File: config.mk
export PLATFORM = sky130hd
export DESIGN_NAME = mul_unit
export DESIGN_NICKNAME = d
export VERILOG_FILES = /design/src/verilog/ooo_pkg.sv /design/src/verilog/mul_unit.sv
export SDC_FILE = /design/constraint.sdc
export NUM_CORES = 2
export LEC_CHECK = 0
export BUFFER_PORTS_ARGS = -buffer_cell sky130_fd_sc_hd__buf_2
export CORE_MARGIN = 5
export CORE_UTILIZATION = 60
export DETAILED_ROUTE_END_ITERATION = 6
export GPL_ROUTABILITY_DRIVEN = 1
export PLACE_DENSITY = 0.89
export SLEW_MARGIN = 5
export SYNTH_ARGS = -nofsm -noshare
export SYNTH_HDL_FRONTEND = slang
export SYNTH_SLANG_ARGS = --single-unit
File: constraint.sdc
create_clock -name gsi -period 6.2 [get_ports gsi]
set_clock_uncertainty 0.05 [all_clocks]
set_input_delay 0.62 -clock gsi [delete_from_list [all_inputs] [get_ports gsi]]
set_output_delay 0.62 -clock gsi [all_outputs]
set_load 0.02 [all_outputs]
File: src/verilog/ooo_pkg.sv
`default_nettype none

package ooo_pkg;

  // ====================
  // widths and sizes.
  // ====================
  localparam int XLEN    = 32;
  localparam int TAG_W   = 6;
  localparam int RS_SIZE = 8;   // entries per station.
  localparam int MUL_LAT = 3;   // feed to cdb lane 1, in cycles.

  // ====================
  // station types.
  // ====================
  localparam int ST_W = 2;

  localparam logic [ST_W-1:0] ST_NONE = 2'd0;   // the lane carries nothing this cycle.
  localparam logic [ST_W-1:0] ST_ALU  = 2'd1;
  localparam logic [ST_W-1:0] ST_MUL  = 2'd2;

  // ====================
  // opcodes.
  // ====================
  localparam int OP_W = 4;

  localparam logic [OP_W-1:0] OP_ADD  = 4'd0;
  localparam logic [OP_W-1:0] OP_SUB  = 4'd1;
  localparam logic [OP_W-1:0] OP_AND  = 4'd2;
  localparam logic [OP_W-1:0] OP_OR   = 4'd3;
  localparam logic [OP_W-1:0] OP_XOR  = 4'd4;
  localparam logic [OP_W-1:0] OP_SLT  = 4'd5;   // signed compare.
  localparam logic [OP_W-1:0] OP_SLL  = 4'd6;   // shift by the low 5 bits of operand 2.
  localparam logic [OP_W-1:0] OP_ADDI = 4'd7;   // operand 1 plus the immediate.
  localparam logic [OP_W-1:0] OP_MUL  = 4'd8;   // low word of the signed product.
  localparam logic [OP_W-1:0] OP_MULH = 4'd9;   // high word of the signed product.

endpackage

`default_nettype wire

File: src/verilog/mul_unit.sv
`timescale 1ns/1ps
`default_nettype none

module mul_unit (
  input  logic                      gsi,
  input  logic                      rst,
  input  logic                      feed_valid,
  input  logic [ooo_pkg::OP_W-1:0]  feed_op,
  input  logic [ooo_pkg::XLEN-1:0]  feed_data_1,
  input  logic [ooo_pkg::XLEN-1:0]  feed_data_2,
  input  logic [ooo_pkg::TAG_W-1:0] feed_rrn,
  output logic                      cdb_valid,
  output logic [ooo_pkg::TAG_W-1:0] cdb_rrn,
  output logic [ooo_pkg::XLEN-1:0]  cdb_result
);
  import ooo_pkg::*;

  // stage 1 holds two partial products, split on the halves of operand 2.
  logic signed [XLEN+XLEN/2:0]   s1_pp_lo;   // times the unsigned low half.
  logic signed [XLEN+XLEN/2-1:0] s1_pp_hi;   // times the signed high half.
  logic        [2*XLEN-1:0]      s2_prod;

  // valid, opcode and rrn ride along with the data stages.
  logic             sb_valid [MUL_LAT-1];
  logic [OP_W-1:0]  sb_op    [MUL_LAT-1];
  logic [TAG_W-1:0] sb_rrn   [MUL_LAT-1];

  always_ff @(posedge gsi) begin
    s1_pp_lo <= $signed(feed_data_1) * $signed({1'b0, feed_data_2[XLEN/2-1:0]});
    s1_pp_hi <= $signed(feed_data_1) * $signed(feed_data_2[XLEN-1:XLEN/2]);
    s2_prod  <= {s1_pp_hi, {(XLEN/2){1'b0}}} +
                {{(XLEN/2-1){s1_pp_lo[XLEN+XLEN/2]}}, s1_pp_lo};
    cdb_result <= (sb_op[MUL_LAT-2] == OP_MULH) ? s2_prod[2*XLEN-1:XLEN] : s2_prod[XLEN-1:0];
  end

  always_ff @(posedge gsi) begin
    if (rst) begin
      for (int i = 0; i < MUL_LAT-1; i++) begin
        sb_valid[i] <= 1'b0;
      end
      cdb_valid <= 1'b0;
    end else begin
      sb_valid[0] <= feed_valid;
      for (int i = 1; i < MUL_LAT-1; i++) begin
        sb_valid[i] <= sb_valid[i-1];
      end
      cdb_valid <= sb_valid[MUL_LAT-2];
    end
  end

  always_ff @(posedge gsi) begin
    sb_op[0]  <= feed_op;
    sb_rrn[0] <= feed_rrn;
    for (int i = 1; i < MUL_LAT-1; i++) begin
      sb_op[i]  <= sb_op[i-1];
      sb_rrn[i] <= sb_rrn[i-1];
    end
    cdb_rrn <= sb_rrn[MUL_LAT-2];
  end

endmodule

`default_nettype wire

==> flow_metrics.py <==
metrics = {
    "timing": {
        "max_freq_mhz": 141,
        "fin_crit_ns": 7.08,
        "setup_viol": 58,
        "grt_setup_unrepaired": "true",
        "tightest_slew_ns": 0.926,
        "finalCritPeriodShare_pct": 114,
        "hold_ws_ns": 0.0593,
        "finalWorstSetupSlack_ns": -0.876,
        "final_hold_viol_count": 0,
        "drv_slew": 0,
        "relSlewSlack_pct": 38.2,
    },
    "synth": {
        "yosys_warnings": 0,
        "synth-edff-count": 0,
        "synthCells": 4754,
        "dominantRegCellSynth": "dfxtp_1",
        "ys_top_cells_by_area": "fa_1 45%, dfxtp_1 10%, inv_1 10%, ha_1 8.0%, and2_1 5.9%",
        "synth_top_cell_area_share_pct": 44.9,
        "syn_area_per_cell_um2": 9.15,
        "yosysSeqAreaShare_pct": 10.2,
        "netlist-cell-type-count": 84,
        "syn_area_um2": 43500,
        "synth-seq-cells": 222,
        "synth_nets": 6085,
        "async_flop_share_pct": 0,
        "yosys.area.top_type": "fa_1",
    },
    "placed_design": {
        "place_congestion": 0.973,
        "io_buffer_count": 115,
        "dp_hpwl_mm": 101,
        "dp.cells": 6146,
    },
    "clocking": {
        "clk_pin_slew_ns": 0.06,
        "h-tree-depth": 1,
        "numCtsBuffers": 23,
        "clock-sinks": 222,
        "cts_buffer_depth": 3,
        "cts_root_buf": "clkbuf_16",
        "insertion_delay_ns": 0.64,
        "holdBufCountCts": 0,
        "cts_tree": "yes",
    },
    "floorplan": {
        "io_pins": 116,
        "start_util_pct": 60.6,
        "die_h_um": 279,
        "coreArea_um2": 71700,
        "die_x_um": 279,
        "fp-row-count": 98,
        "die-area_um2": 78000,
    },
    "global_routing": {
        "grt_usage_pct": 33.8,
        "grt_max_degree": 33,
        "grt_pass1_wl_mm": 209,
        "grt-ovfl-total": 0,
        "grt_antenna_before_repair": 27,
        "grt_pass1_vias": 40575,
    },
    "route": {
        "vias": 38535,
        "dr.pass1.iters": 7,
        "drtAntennaViolNets": 0,
        "dr.first_iter.drc_count": 5102,
        "avgRoutedWirePerCell_um": 24.7,
        "wirelength_mm": 155,
        "drc": 232,
        "drt-vias-per-instance": 6.16,
    },
    "setup_path": {
        "ff2ff_setup_slack_ns": 2.54,
        "crit_top_cell": "fa_1",
        "crit_arrival_ns": 7.46,
        "r2r_end": "s2_prod[50]",
        "timing.rr.start": "s1_pp_lo[16]",
        "critPathCaptureType": "flop",
        "r2r_cells": 13,
        "worst-setup-path-type": "primary input to flop",
        "crit_required_ns": 6.58,
        "cp_top_family": "adder cells",
        "start_kind": "primary input",
        "worstSetupPathDepth": 25,
        "critPathMaxStageDelay_ns": 0.91,
        "crit_slowest_cell": "fa_1",
        "cp_max_fo": 8,
        "crit_buf_inv": 7,
    },
    "layout": {
        "finalNonFillerCells": 6255,
        "area_growth_pct": 18.8,
        "drive_gt1_share_pct": 18.6,
        "finish.utilization_pct": 72.0,
        "nets": 6605,
    },
    "worst_hold_path": {
        "worstHoldPathType": "primary input to flop",
        "min_to": "sb_rrn[0][1]",
        "min_path_cells": 1,
        "hp-start": "feed_rrn[1]",
    },
    "outcome": {
        "failed_checks": "design-rule violations, negative setup slack",
        "status": "finished, violations left",
    },
    "job": {
        "drv_cap": 0,
    },
}
==> layer usage <==
metal,global-route usage [%],wire (um)
met3,8.45,21700
met2,56.0,68700
met4,24.7,17700
met5,0,595
met1,38.1,45900
==> worst reg2reg max path, cell delays in order (launching register included) <==
cell      delay [ns]
dfxtp_1         0.31
ha_1            0.23
inv_1           0.09
fa_1            0.22
nor2b_1         0.08
o31a_1          0.30
o32ai_4         0.39
o211ai_1        0.20
a41o_1          0.34
a311oi_2        0.39
o21ai_2         0.13
a31oi_2         0.30
o21ai_1         0.12
xor2_1          0.38
==> worst max-delay path by stage <==
| stage | end | from | slack (ns) |
|---|---|---|---|
| floorplan | s1_pp_hi[47] | feed_data_2[20] | -0.20 |
| global placement | s1_pp_lo[47] | feed_data_2[9] | -0.70 |
| detailed placement | s1_pp_hi[46] | feed_data_2[19] | -0.92 |
| CTS | s1_pp_lo[48] | feed_data_1[10] | -0.02 |
| global route | s1_pp_hi[47] | feed_data_2[24] | -0.82 |
| finish | s1_pp_hi[46] | feed_data_1[7] | -0.88 |
==> cells in the final DEF (no fill, tap or decap), drive strengths merged, types with 6 or more instances in the layout <==
cell type  instances
a2111oi            6
a211o              7
a211oi            11
a21boi             6
a21o              85
a21oi            123
a31oi             13
a41oi              6
and2             413
and3              15
buf              699
clkbuf            38
clkinv             7
dfxtp            222
diode             15
fa               976
ha               278
inv             1158
mux2              32
nand2            643
nand2b            29
nand3             20
nand4             18
nor2              92
nor2b             23
nor3              22
nor4               6
o21a              19
o21ai             65
o21bai            26
o311ai             6
o31ai             10
or3                6
xnor2            102
xor2              38
==> stage by stage <==
| stage | TNS (ns) | setup WS (ns) | instance area (um2) |
|---|---|---|---|
| after CTS | -0.0184 | -0.0184 | 50400 |
| final | -24.99 | -0.876 | 51700 |
| after floorplan | -0.936 | -0.196 | 43900 |
| after global placement | -20.93 | -0.702 | 49100 |
| after detailed placement | -31.77 | -0.924 | 49100 |
| after global routing | -22.18 | -0.818 | 51600 |
==> Yosys cell counts (all sizes together), types with 32 or more instances <==
cell type  number
inv          1157
xor2           38
nor2           92
ha            278
fa            976
dfxtp         222
a21o           85
xnor2         102
clkbuf        200
o21ai          65
nand2         643
a21oi         123
and2          413
mux2           32
==> state kept, by name, summed over array words and instances, names as in the netlist <==
signal and cells:
s2_prod 64, s1_pp_hi 48, sb_rrn 12, cdb_rrn 6, cdb_result 32, sb_op 8
sb_valid 2, cdb_valid 1, s1_pp_lo 49
==> logic make-up (layout without fill, tap and decap cells) <==
kind of cell | count (synthesis) | in the layout | synth area share (%)
fa+ha+maj | 1254 | 1254 | 52.9
mux | 34 | 34 | 0.874
flops | 222 | 222 | 10.2
simple gates | 1302 | 1302 | 14.5
buf+inv | 1371 | 1907 | 11.9
compound gates | 431 | 431 | 6.81
xor+xnor | 140 | 140 | 2.82
other cells | 0 | 15 | 0
==> repair_timing <==
| item | 4_1_cts | 5_1_grt |
|---|---|---|
| pin swaps | 39 | 133 |
| cloned | 1 | 3 |
| setup buffers | 17 | 38 |
| resized for setup | 88 | 234 |
| setup endpoints to repair | 33 | 45 |
==> cell type report <==
type,instances,area [um2]
fill,4211,20100
tap,950,1190
clock inverter,12,160
timing repair buffer,709,6090
multi-input combinational,3161,34800
antenna,15,37.5
sequential,222,4440
inverter,1157,4350
clock buffer,29,638
Power is not shown: default switching activity piles up to over one toggle a cycle in this logic, so the estimate is an artifact.
