File: src/verilog/ooo_pkg.sv
`default_nettype none

package ooo_pkg;

  // ====================
  // widths and sizes.
  // ====================
  localparam int XLEN    = 32;
  localparam int TAG_W   = 6;
  localparam int RS_SIZE = 8;   // entries per station.
  localparam int MUL_LAT = 3;   // feed to cdb lane 1, in cycles.

  // ====================
  // station types.
  // ====================
  localparam int ST_W = 2;

  localparam logic [ST_W-1:0] ST_NONE = 2'd0;   // the lane carries nothing this cycle.
  localparam logic [ST_W-1:0] ST_ALU  = 2'd1;
  localparam logic [ST_W-1:0] ST_MUL  = 2'd2;

  // ====================
  // opcodes.
  // ====================
  localparam int OP_W = 4;

  localparam logic [OP_W-1:0] OP_ADD  = 4'd0;
  localparam logic [OP_W-1:0] OP_SUB  = 4'd1;
  localparam logic [OP_W-1:0] OP_AND  = 4'd2;
  localparam logic [OP_W-1:0] OP_OR   = 4'd3;
  localparam logic [OP_W-1:0] OP_XOR  = 4'd4;
  localparam logic [OP_W-1:0] OP_SLT  = 4'd5;   // signed compare.
  localparam logic [OP_W-1:0] OP_SLL  = 4'd6;   // shift by the low 5 bits of operand 2.
  localparam logic [OP_W-1:0] OP_ADDI = 4'd7;   // operand 1 plus the immediate.
  localparam logic [OP_W-1:0] OP_MUL  = 4'd8;   // low word of the signed product.
  localparam logic [OP_W-1:0] OP_MULH = 4'd9;   // high word of the signed product.

endpackage

`default_nettype wire

File: src/verilog/alu_unit.sv
`timescale 1ns/1ps
`default_nettype none

module alu_unit (
  input  logic                      gsi,
  input  logic                      rst,
  input  logic                      feed_valid,
  input  logic [ooo_pkg::OP_W-1:0]  feed_op,
  input  logic [ooo_pkg::XLEN-1:0]  feed_data_1,
  input  logic [ooo_pkg::XLEN-1:0]  feed_data_2,
  input  logic [ooo_pkg::XLEN-1:0]  feed_imm,
  input  logic [ooo_pkg::TAG_W-1:0] feed_rrn,
  output logic                      cdb_valid,
  output logic [ooo_pkg::TAG_W-1:0] cdb_rrn,
  output logic [ooo_pkg::XLEN-1:0]  cdb_result
);
  import ooo_pkg::*;

  logic [XLEN-1:0] result;

  always_comb begin
    case (feed_op)
      OP_ADD:  result = feed_data_1 + feed_data_2;
      OP_SUB:  result = feed_data_1 - feed_data_2;
      OP_AND:  result = feed_data_1 & feed_data_2;
      OP_OR:   result = feed_data_1 | feed_data_2;
      OP_XOR:  result = feed_data_1 ^ feed_data_2;
      OP_SLT:  result = {{(XLEN-1){1'b0}}, $signed(feed_data_1) < $signed(feed_data_2)};
      OP_SLL:  result = feed_data_1 << feed_data_2[4:0];
      OP_ADDI: result = feed_data_1 + feed_imm;
      default: result = '0;   // multiplier codes never reach this station.
    endcase
  end

  always_ff @(posedge gsi) begin
    if (rst) begin
      cdb_valid <= 1'b0;
    end else begin
      cdb_valid <= feed_valid;
    end
  end

  always_ff @(posedge gsi) begin
    cdb_rrn    <= feed_rrn;
    cdb_result <= result;
  end

endmodule

`default_nettype wire

File: config.mk
export PLATFORM = sky130hd
export DESIGN_NAME = alu_unit
export DESIGN_NICKNAME = d
export VERILOG_FILES = /design/src/verilog/ooo_pkg.sv /design/src/verilog/alu_unit.sv
export SDC_FILE = /design/constraint.sdc
export NUM_CORES = 1
export LEC_CHECK = 0
export BUFFER_PORTS_ARGS = -buffer_cell sky130_fd_sc_hd__buf_2
export CORE_MARGIN = 4
export CORE_UTILIZATION = 53
export DETAILED_ROUTE_END_ITERATION = 8
export PLACE_DENSITY = 0.9
export SLEW_MARGIN = 20
export SYNTH_ARGS = -nofsm -noshare
export SYNTH_HDL_FRONTEND = slang
export SYNTH_SLANG_ARGS = --single-unit
File: constraint.sdc
create_clock -name gsi -period 4.6 [get_ports gsi]
set_clock_uncertainty 0.2 [all_clocks]
set_input_delay 0.92 -clock gsi [delete_from_list [all_inputs] [get_ports gsi]]
set_output_delay 0.92 -clock gsi [all_outputs]
set_load 0.1 [all_outputs]
==> results.txt, run 1 <==
- Counting both buffers and inverters, the worst setup path holds a total of 2.
- The tightest hold path in the finished design has a slack of 0.511 ns.
- Fraction of layout instances using a drive strength above 1: 0.209
- In this run the cell area of the synthesized design comes to 8430 sq um.
* Maximum number of pins on one net before global-route repair: 42
- Final-report max-slew violation count: 0
- The Yosys step of the flow raised 0 warnings.
* Routed wire length per instance: 20.8 um
- Result of the run: complete, no violations
- Site row count: 45
- Antenna-violating nets left: 0
* Max Freq: 0.228 GHz
- Of the synthesized area, sequential elements account for 0.0926.
* Start point of the worst min-delay path: feed_rrn[3]
- Residual DRC count: 0
- Flops & latches, synth: 39
* Number of unique standard cell types used by synthesis: 79
- At the end of routability-driven placement, the weighted congestion stood at 1.02.
- Via total after detailed routing: 9511
* VDD IR-drop max: 0.163 mV
* Starting density of the core: 0.549
- After detailed placement, the total cell area comes to 9460 sq um.
- The initial antenna violation count is 1.
- Kind of end point of the critical path: flip-flop
- Post-synthesis instance total: 1128
* Element type at the critical path start: input pin
- Cell type of the slowest stage on the worst timing path: a211oi_1
- Sequential standard cell area: 781 sq um
- In this run the power density over the cells is 232 nW/um^2.
* Estimated wirelength of the detail-placed design: 24.4 mm
- Of the available clock period, the critical path in the final layout requires 0.955.
- In the final design database the tool counted 1508 nets.
* Number of endpoints with negative hold slack in the final report: 0
- For this run, asynchronously set or reset flops after synthesis account for 0.
- A synthesized cell averages 7.48 sq um.
- Combined global-route utilization of all metal layers: 0.328
- Critical Path Fanout Max: 15
- Buffers inserted to repair hold after CTS numbered 0.
- Final setup violation count: 0
- Fill cell instance count of the final layout: 1400
* Clock buffers created by TritonCTS: 5
- Number of global-route vias before repair: 8859
- In this run the static leakage power is 4.68 nW.
- Cell chain of the critical path: buf_2 > nor2b_1 > nand3_2 > buf_4 > mux2_2 > ha_1 > a21oi_1 > o211ai_1 > a211oi_1 > nor2_1 > a21oi_1 > a21oi_1 > or3_1 > nand4_1
- Grouping stages by cell kind, the critical path spends the most delay in compound AO/OA/AOI/OAI gates.
* Total power after layout: 2.24 mW
- Die span in y: 134 um
* Number of sinks on the clock net: 39
* Largest stage delay on the critical path: 0.44 ns
- By count the netlist is led by ha_1 (134), inv_1 (99), nor2_1 (96), a21oi_1 (90), nand2_1 (87).
- The floorplan step defined a die boundary enclosing 18000 sq um.
- Setup repair after global routing missed its margin: no
- In the final layout, the multi-input gates occupy 6980 sq um.
- Area overhead of the layout relative to synthesis: 14.4%
* Worst Path Required: 4.64 ns
* Largest area contributor in the synthesized netlist: ha_1
- Counting I/O delays and the setup requirement, the final critical path takes 4.39 ns.
- Yosys mapped a number of flops with a built-in enable equal to 0.
* Worst slew margin: 0.343
- By instance count, the cell type seen most on the critical path is a21oi_1.
- Post-route standard cell area excluding fillers: 9650 sq um
- Most common cell in the synthesized netlist: ha_1
* Number of ports placed on the die boundary: 148
- In this run the post-CTS setup repair buffer count came out at 0.
- During placement, the flow inserted port buffers numbering 147.
* Hold path cells: 1
- Once layout is complete, the utilization of the core stands at 0.628.
- # diodes: 0
- Number of nets produced by synthesis: 1373
* Number of search-and-repair iterations in the first detailed-routing pass: 5
- Area share of the leading cell type in the synthesized netlist: 0.199
* Detailed router's first-iteration violation count: 1063
- Summed over all failing endpoints, the final setup total negative slack is 0 ns.
- For this run the aggregate overflow at the end of global routing stands at 0.
* Classification of the worst-slack hold path: input pin to flip-flop
- CTS built an H-tree with a depth of 2.
* Top post-synthesis cells by area: ha_1 (20%), dfxtp_1 (9.3%), a21oi_1 (5.3%)
- DIE WIDTH: 134 um
- The setup path with the least slack is of type input pin to flip-flop.
- Dividing the detail-routed via count by the number of cells gives 6.45.
* Critical path data arrival time: 4.43 ns
- Clock input transition at the sequential cells of the worst setup and hold paths: 0.07 ns
* Slew at the pin with the worst max-slew slack: 0.986 ns
- Prevailing post-synth register cell: dfxtp_1
- After clock tree synthesis, the repair step resized 0 gates.
* Number of maximum-capacitance violations: 0
- Global-route wire length before repair: 47.2 mm
* Total length of routed wires: 30.7 mm
- TritonCTS built the clock tree.
* Root buf cell: clkbuf_16
- For hold timing, the worst endpoint is cdb_rrn[3].
- The region available for standard cell placement spans 15400 sq um.
* CTS Buffer Depth: 2
[registers in the layout, summed over array words and instances (netlist names)]
signal / flops
cdb_rrn: 6
cdb_valid: 1
cdb_result: 32
[power by group]
part	total [mW]	switching, mW	internal (mW)
registers	0.389	0.0119	0.377
clock network	0.489	0.177	0.312
logic	1.36	0.924	0.438
total	2.24	1.11	1.13
[kinds of logic (layout without fill, tap and decap cells)]
logic type,after synthesis,count (layout),synth area share
flip-flops,39,39,0.0926
XOR/XNOR,47,47,0.0488
AND/OR/NAND/NOR,296,296,0.164
adder cells (fa/ha/maj),136,136,0.204
AO/OA/AOI/OAI,355,355,0.280
multiplexers,93,93,0.130
buffers and inverters,162,298,0.0809
[metrics by stage]
stage	worst slack (ns)	instances
final	0.208	1475
after global routing	0.0635	1475
after CTS	0.318	1475
after detailed placement	0.00742	1467
after global placement	0.110	1467
after floorplan	0.102	1128
[cell type report]
type                       count  area share
clock inverter                 2     0.00622
tap                          211      0.0274
timing repair buffer         189       0.109
clock buffer                   6      0.0134
multi-input combinational    927       0.724
sequential                    39      0.0809
inverter                     101      0.0393
[metal layers]
layer  GRT usage  wire length [um]  vias up
li1            -                 -     4390
met1       0.442             12600     4462
met2       0.529             13800      582
met3      0.0698              3420       75
met4      0.0956               852        2
met5           0                13        -
[worst max path at each step]
stage                           from              to  cells past startpoint
final                     feed_op[3]  cdb_result[29]                     14
after global routing      feed_op[3]  cdb_result[29]                     14
after CTS                 feed_op[3]  cdb_result[29]                     14
after detailed placement  feed_op[3]  cdb_result[29]                     14
after global placement    feed_op[3]  cdb_result[29]                     14
after floorplan           feed_op[1]  cdb_result[30]                     14
[cells in the final DEF, fill, tap and decap left out, types with 39 or more instances in the layout]
cell       n
buf_2    147
ha_1     134
inv_1     99
nor2_1    96
a21oi_1   90
nand2_1   87
o21ai_0   83
mux2i_1   44
buf_4     42
mux2_2    39
dfxtp_1   39
No activity file was read; power rests on OpenSTA's default activity.
==> run 2, diff against run 1 <==
--- a/config.mk
+++ b/config.mk
@@ -5,9 +5,10 @@
 export SDC_FILE = /design/constraint.sdc
 export NUM_CORES = 1
 export LEC_CHECK = 0
+export ABC_AREA = 1
 export BUFFER_PORTS_ARGS = -buffer_cell sky130_fd_sc_hd__buf_2
 export CORE_MARGIN = 4
-export CORE_UTILIZATION = 53
+export CORE_UTILIZATION = 54
 export DETAILED_ROUTE_END_ITERATION = 8
 export PLACE_DENSITY = 0.9
 export SLEW_MARGIN = 20
==> run 2 against run 1 <==
Net effect:
- clock-buffer cell count fell by 1
- design area rose by 11%
- highest routed layer unchanged
- sequential power barely moved
- utilization fell by 1.7 points
==> results.txt, run 2 <==
- Result of the run: complete, no violations
* Fill cell instance count of the final layout: 1863 (+33%)
- Total length of routed wires: 40.0 mm (+30%)
- The clock-pin slew of the registers on the worst-case setup and hold paths came to 0.07 ns (about the same).
* Critical path data arrival time: 4.23 ns (-0.20 ns)
* Time the final worst path needs with I/O delays and setup: 4.24 ns (-0.147 ns)
* Largest area contributor in the synthesized netlist: nand2_1
- DIE WIDTH: 142 um (+5.9%)
- The worst hold path belongs to the class input pin to flip-flop.
- The count of boundary I/O pins was 148 (unchanged).
- Area share of the leading cell type in the synthesized netlist: 0.225 (+0.0266)
- The count of final hold-check violations was 0 (unchanged).
- The worst hold path terminates at cdb_rrn[1].
- Setup_tns: 0 ns (unchanged)
- Combined global-route utilization of all metal layers: 0.381 (+0.0534)
- The worst setup path is captured at a flip-flop.
- The final RePlAce weighted congestion came to 1.08 (+6.3%).
- The worst setup path is launched from an input pin.
* Site row count: 48 (+6.7%)
- Die span in y: 142 um (+5.9%)
- Global-route wire length before repair: 60.2 mm (+28%)
- In this run the most used layer during global routing was met2.
- The total CTS buffers came to 5 (unchanged).
- The number of placed cells counting well taps is 2115 (+44%).
- Number of cells upsized or downsized after cts: 0 (unchanged)
* Register name with the most flops: cdb_result
* Setup repair after global routing missed its margin: no
* Number of enable-type register cells in the synthesized netlist: 0 (unchanged)
- The sequential share of the synthesized area came to 0.0804 (-0.0122).
- Estimated wirelength of the detail-placed design: 33.3 mm (+36%)
- Die ar.: 20200 sq um (+12%)
* CTS Hold Bufs: 0 (unchanged)
* Antenna violations before repair: 1 (unchanged)
- The initial core utilization came to 0.555 (+0.00679).
- Worst slew margin: 0.330 (-0.0124)
- The number of max-capacitance violations reported was 0 (unchanged).
- The critical path in this run is classified as input pin to flip-flop.
- Prevailing post-synth register cell: dfxtp_1
- The post-CTS setup buffer count came to 0 (unchanged).
* Largest register FFs: 32 (unchanged)
- The maximum frequency from static timing analysis is 0.236 GHz (+3.5%).
- Hold path cells: 1 (unchanged)
- Total overflow reported by the global router: 0 (unchanged)
* Biggest regs: cdb_result (32), cdb_rrn (6), cdb_valid (1)
* Number of buffer cells added on primary ports: 147 (unchanged)
* Post-synthesis instance total: 1783 (+58%)
* Yosys Warn Count: 0 (unchanged)
- Area of the mapped netlist: 9710 sq um (+15%)
* TritonCTS clock tree: done
* Area overhead of the layout relative to synthesis: 10.0%
- Final net count: 2142 (+42%)
- The maximum fanout encountered on the critical timing path is 44 (+29).
* GR met1 Demand/Resource: 0.548 (+0.106)
* Routed wire length per instance: 18.9 um (-9.5%)
- Residual DRC count: 0 (unchanged)
- VDD IR-drop max: 0.164 mV (+0.79%)
- The mean number of vias per cell was 5.82 (-9.7%).
- Avg Cell Area, Syn: 5.44 sq um (-27%)
- Number of levels the H-tree was split into: 2 (unchanged)
- Number of sinks on the clock net: 39 (unchanged)
- The number of nets in the synthesized netlist came to 2028 (+48%).
- The worst hold path begins at feed_rrn[1].
* Total power divided by cell area: 212 nW/um^2 (-8.7%)
* Antenna-violating nets left: 0 (unchanged)
* Most common cell in the synthesized netlist: nand2_1
- The total count of max-transition violations in the final report was 0 (unchanged).
- Static leakage: 6.31 nW (+35%)
- The met2 routing resource usage after global routing was 0.574 (+0.0444).
- Number of search-and-repair iterations in the first detailed-routing pass: 6 (+1)
* Most common library cell in the layout ignoring fill and taps: nand2_1
- The share of final-layout standard cells stronger than drive strength 1 was 0.110 (-0.0987).
* Root buf cell: clkbuf_16
- Non-filler instance count after layout: 2124 (+44%)
- Number of unique standard cell types used by synthesis: 47 (-41%)
- Number of global-route vias before repair: 11100 (+25%)
- Met3 track demand over resource: 0.0810 (+0.0112)
- Ys async rst share: 0 (unchanged)
- The total vias in the final route was 12400 (+30%).
* Commonest non-fill, non-tap cells in the layout: nand2_1 (583), inv_1 (307), nand3_1 (213), buf_2 (147)
* Flops & latches, synth: 39 (unchanged)
- The share of the clock period used by the worst path is 0.923 (-0.0320).
- By area the synthesized netlist is led by nand2_1 (23%), ha_1 (17%), inv_1 (12%).
- The final setup violation count is 0 (unchanged).
- The commonest cells after synthesis are nand2_1 (583), inv_1 (307), nand3_1 (213), ha_1 (134), nor2_1 (134).
- The largest net degree at the start of global routing was 71 (+69%).
- Core Footprint: 17500 sq um (+14%)
- The largest buffer count on any clock path is 2 (unchanged).
* Worst Path Required: 4.58 ns (-0.06 ns)
- Slew at the pin with the worst max-slew slack: 1.00 ns (+0.0175 ns)
* Detailed router's first-iteration violation count: 1636 (+54%)
[run 2: cell count changes in the layout (fill, tap and decap cells not counted), sizes merged, moves of 17 or more]
| cell | before | now |
|---|---|---|
| nand2 | 88 | 588 |
| inv | 100 | 313 |
| nand3 | 15 | 219 |
| mux2i | 44 | 0 |
| nor2 | 96 | 139 |
| mux2 | 40 | 0 |
| xnor2 | 37 | 0 |
| buf | 189 | 156 |
| a211oi | 23 | 0 |
| a21o | 19 | 1 |
| a221oi | 22 | 4 |
| o22ai | 8 | 25 |
[run 2: critical path, stage by stage]
cell	delay, ns
buf_2	0.12
inv_2	0.06
nor2_4	0.14
nand2_4	0.09
inv_2	0.51
buf_4	0.33
o21ai_0	0.12
ha_1	0.39
nand2_1	0.16
inv_1	0.12
nand2_1	0.13
nor4_1	0.50
nand2_1	0.26
nand2_1	0.11
nand2_1	0.05
nand3_1	0.11
nand3_1	0.09
[run 2: final cells by class]
type / instances / area [sq um] / share of cell area
sequential: 39 / 781 / 0.0731
clock inverter: 3 / 67.6 / 0.00633
clock buffer: 5 / 125 / 0.0117
antenna: 1 / 2.50 / 0.000234
multi-input combinational: 1380 / 7430 / 0.696
inverter: 315 / 1180 / 0.111
tap: 225 / 282 / 0.0264
timing repair buffer: 156 / 803 / 0.0752
[run 2: power by group]
part	switching [mW]	internal, mW
clock	0.176	0.312
combinational	1.03	0.361
sequential	0.0125	0.375
total	1.22	1.05
[run 2: logic make-up after synthesis]
family	Yosys count	synth area share
and+or+nand+nor	1008	0.443
buffers and inverters	364	0.154
AOI/OAI and AO/OA	233	0.144
adders and majority gates	136	0.177
DFF	39	0.0804
xor gates and xnor gates	3	0.00271
[run 2: per-stage QoR]
stage | hold slack [ns] | instance area (sq um) | setup WS, ns | power (mW) | utilization
after floorplan | 0.748 | 9710 | 1.25 | 1.39 | -
after global placement | 0.822 | 10500 | 0.116 | 1.72 | 0.600
after detailed placement | 0.824 | 10500 | 0.131 | 1.74 | 0.600
after CTS | 0.513 | 10700 | 0.428 | 2.22 | 0.611
after global routing | 0.509 | 10700 | 0.168 | 2.40 | 0.611
final | 0.512 | 10700 | 0.355 | 2.27 | 0.611
[run 2: metal layers]
| layer | wire length (um) | part of all wire | vias to the layer above |
|---|---|---|---|
| met5 | 13 | 0.00032 | - |
| met4 | 1220 | 0.031 | 2 |
| met3 | 5230 | 0.13 | 85 |
| met2 | 16700 | 0.42 | 775 |
| met1 | 16900 | 0.42 | 5578 |
| li1 | - | - | 5922 |
[run 2: worst max path at each step]
stage,from,endpoint,slack (ns),cells past startpoint
5_1_grt,feed_op[2],cdb_result[27],0.17,17
4_1_cts,feed_op[2],cdb_result[27],0.43,17
3_5_place_dp,feed_op[2],cdb_result[27],0.13,17
6_report,feed_op[2],cdb_result[27],0.36,17
2_1_floorplan,feed_op[2],cdb_result[8],1.25,15
3_3_place_gp,feed_op[2],cdb_result[27],0.12,17
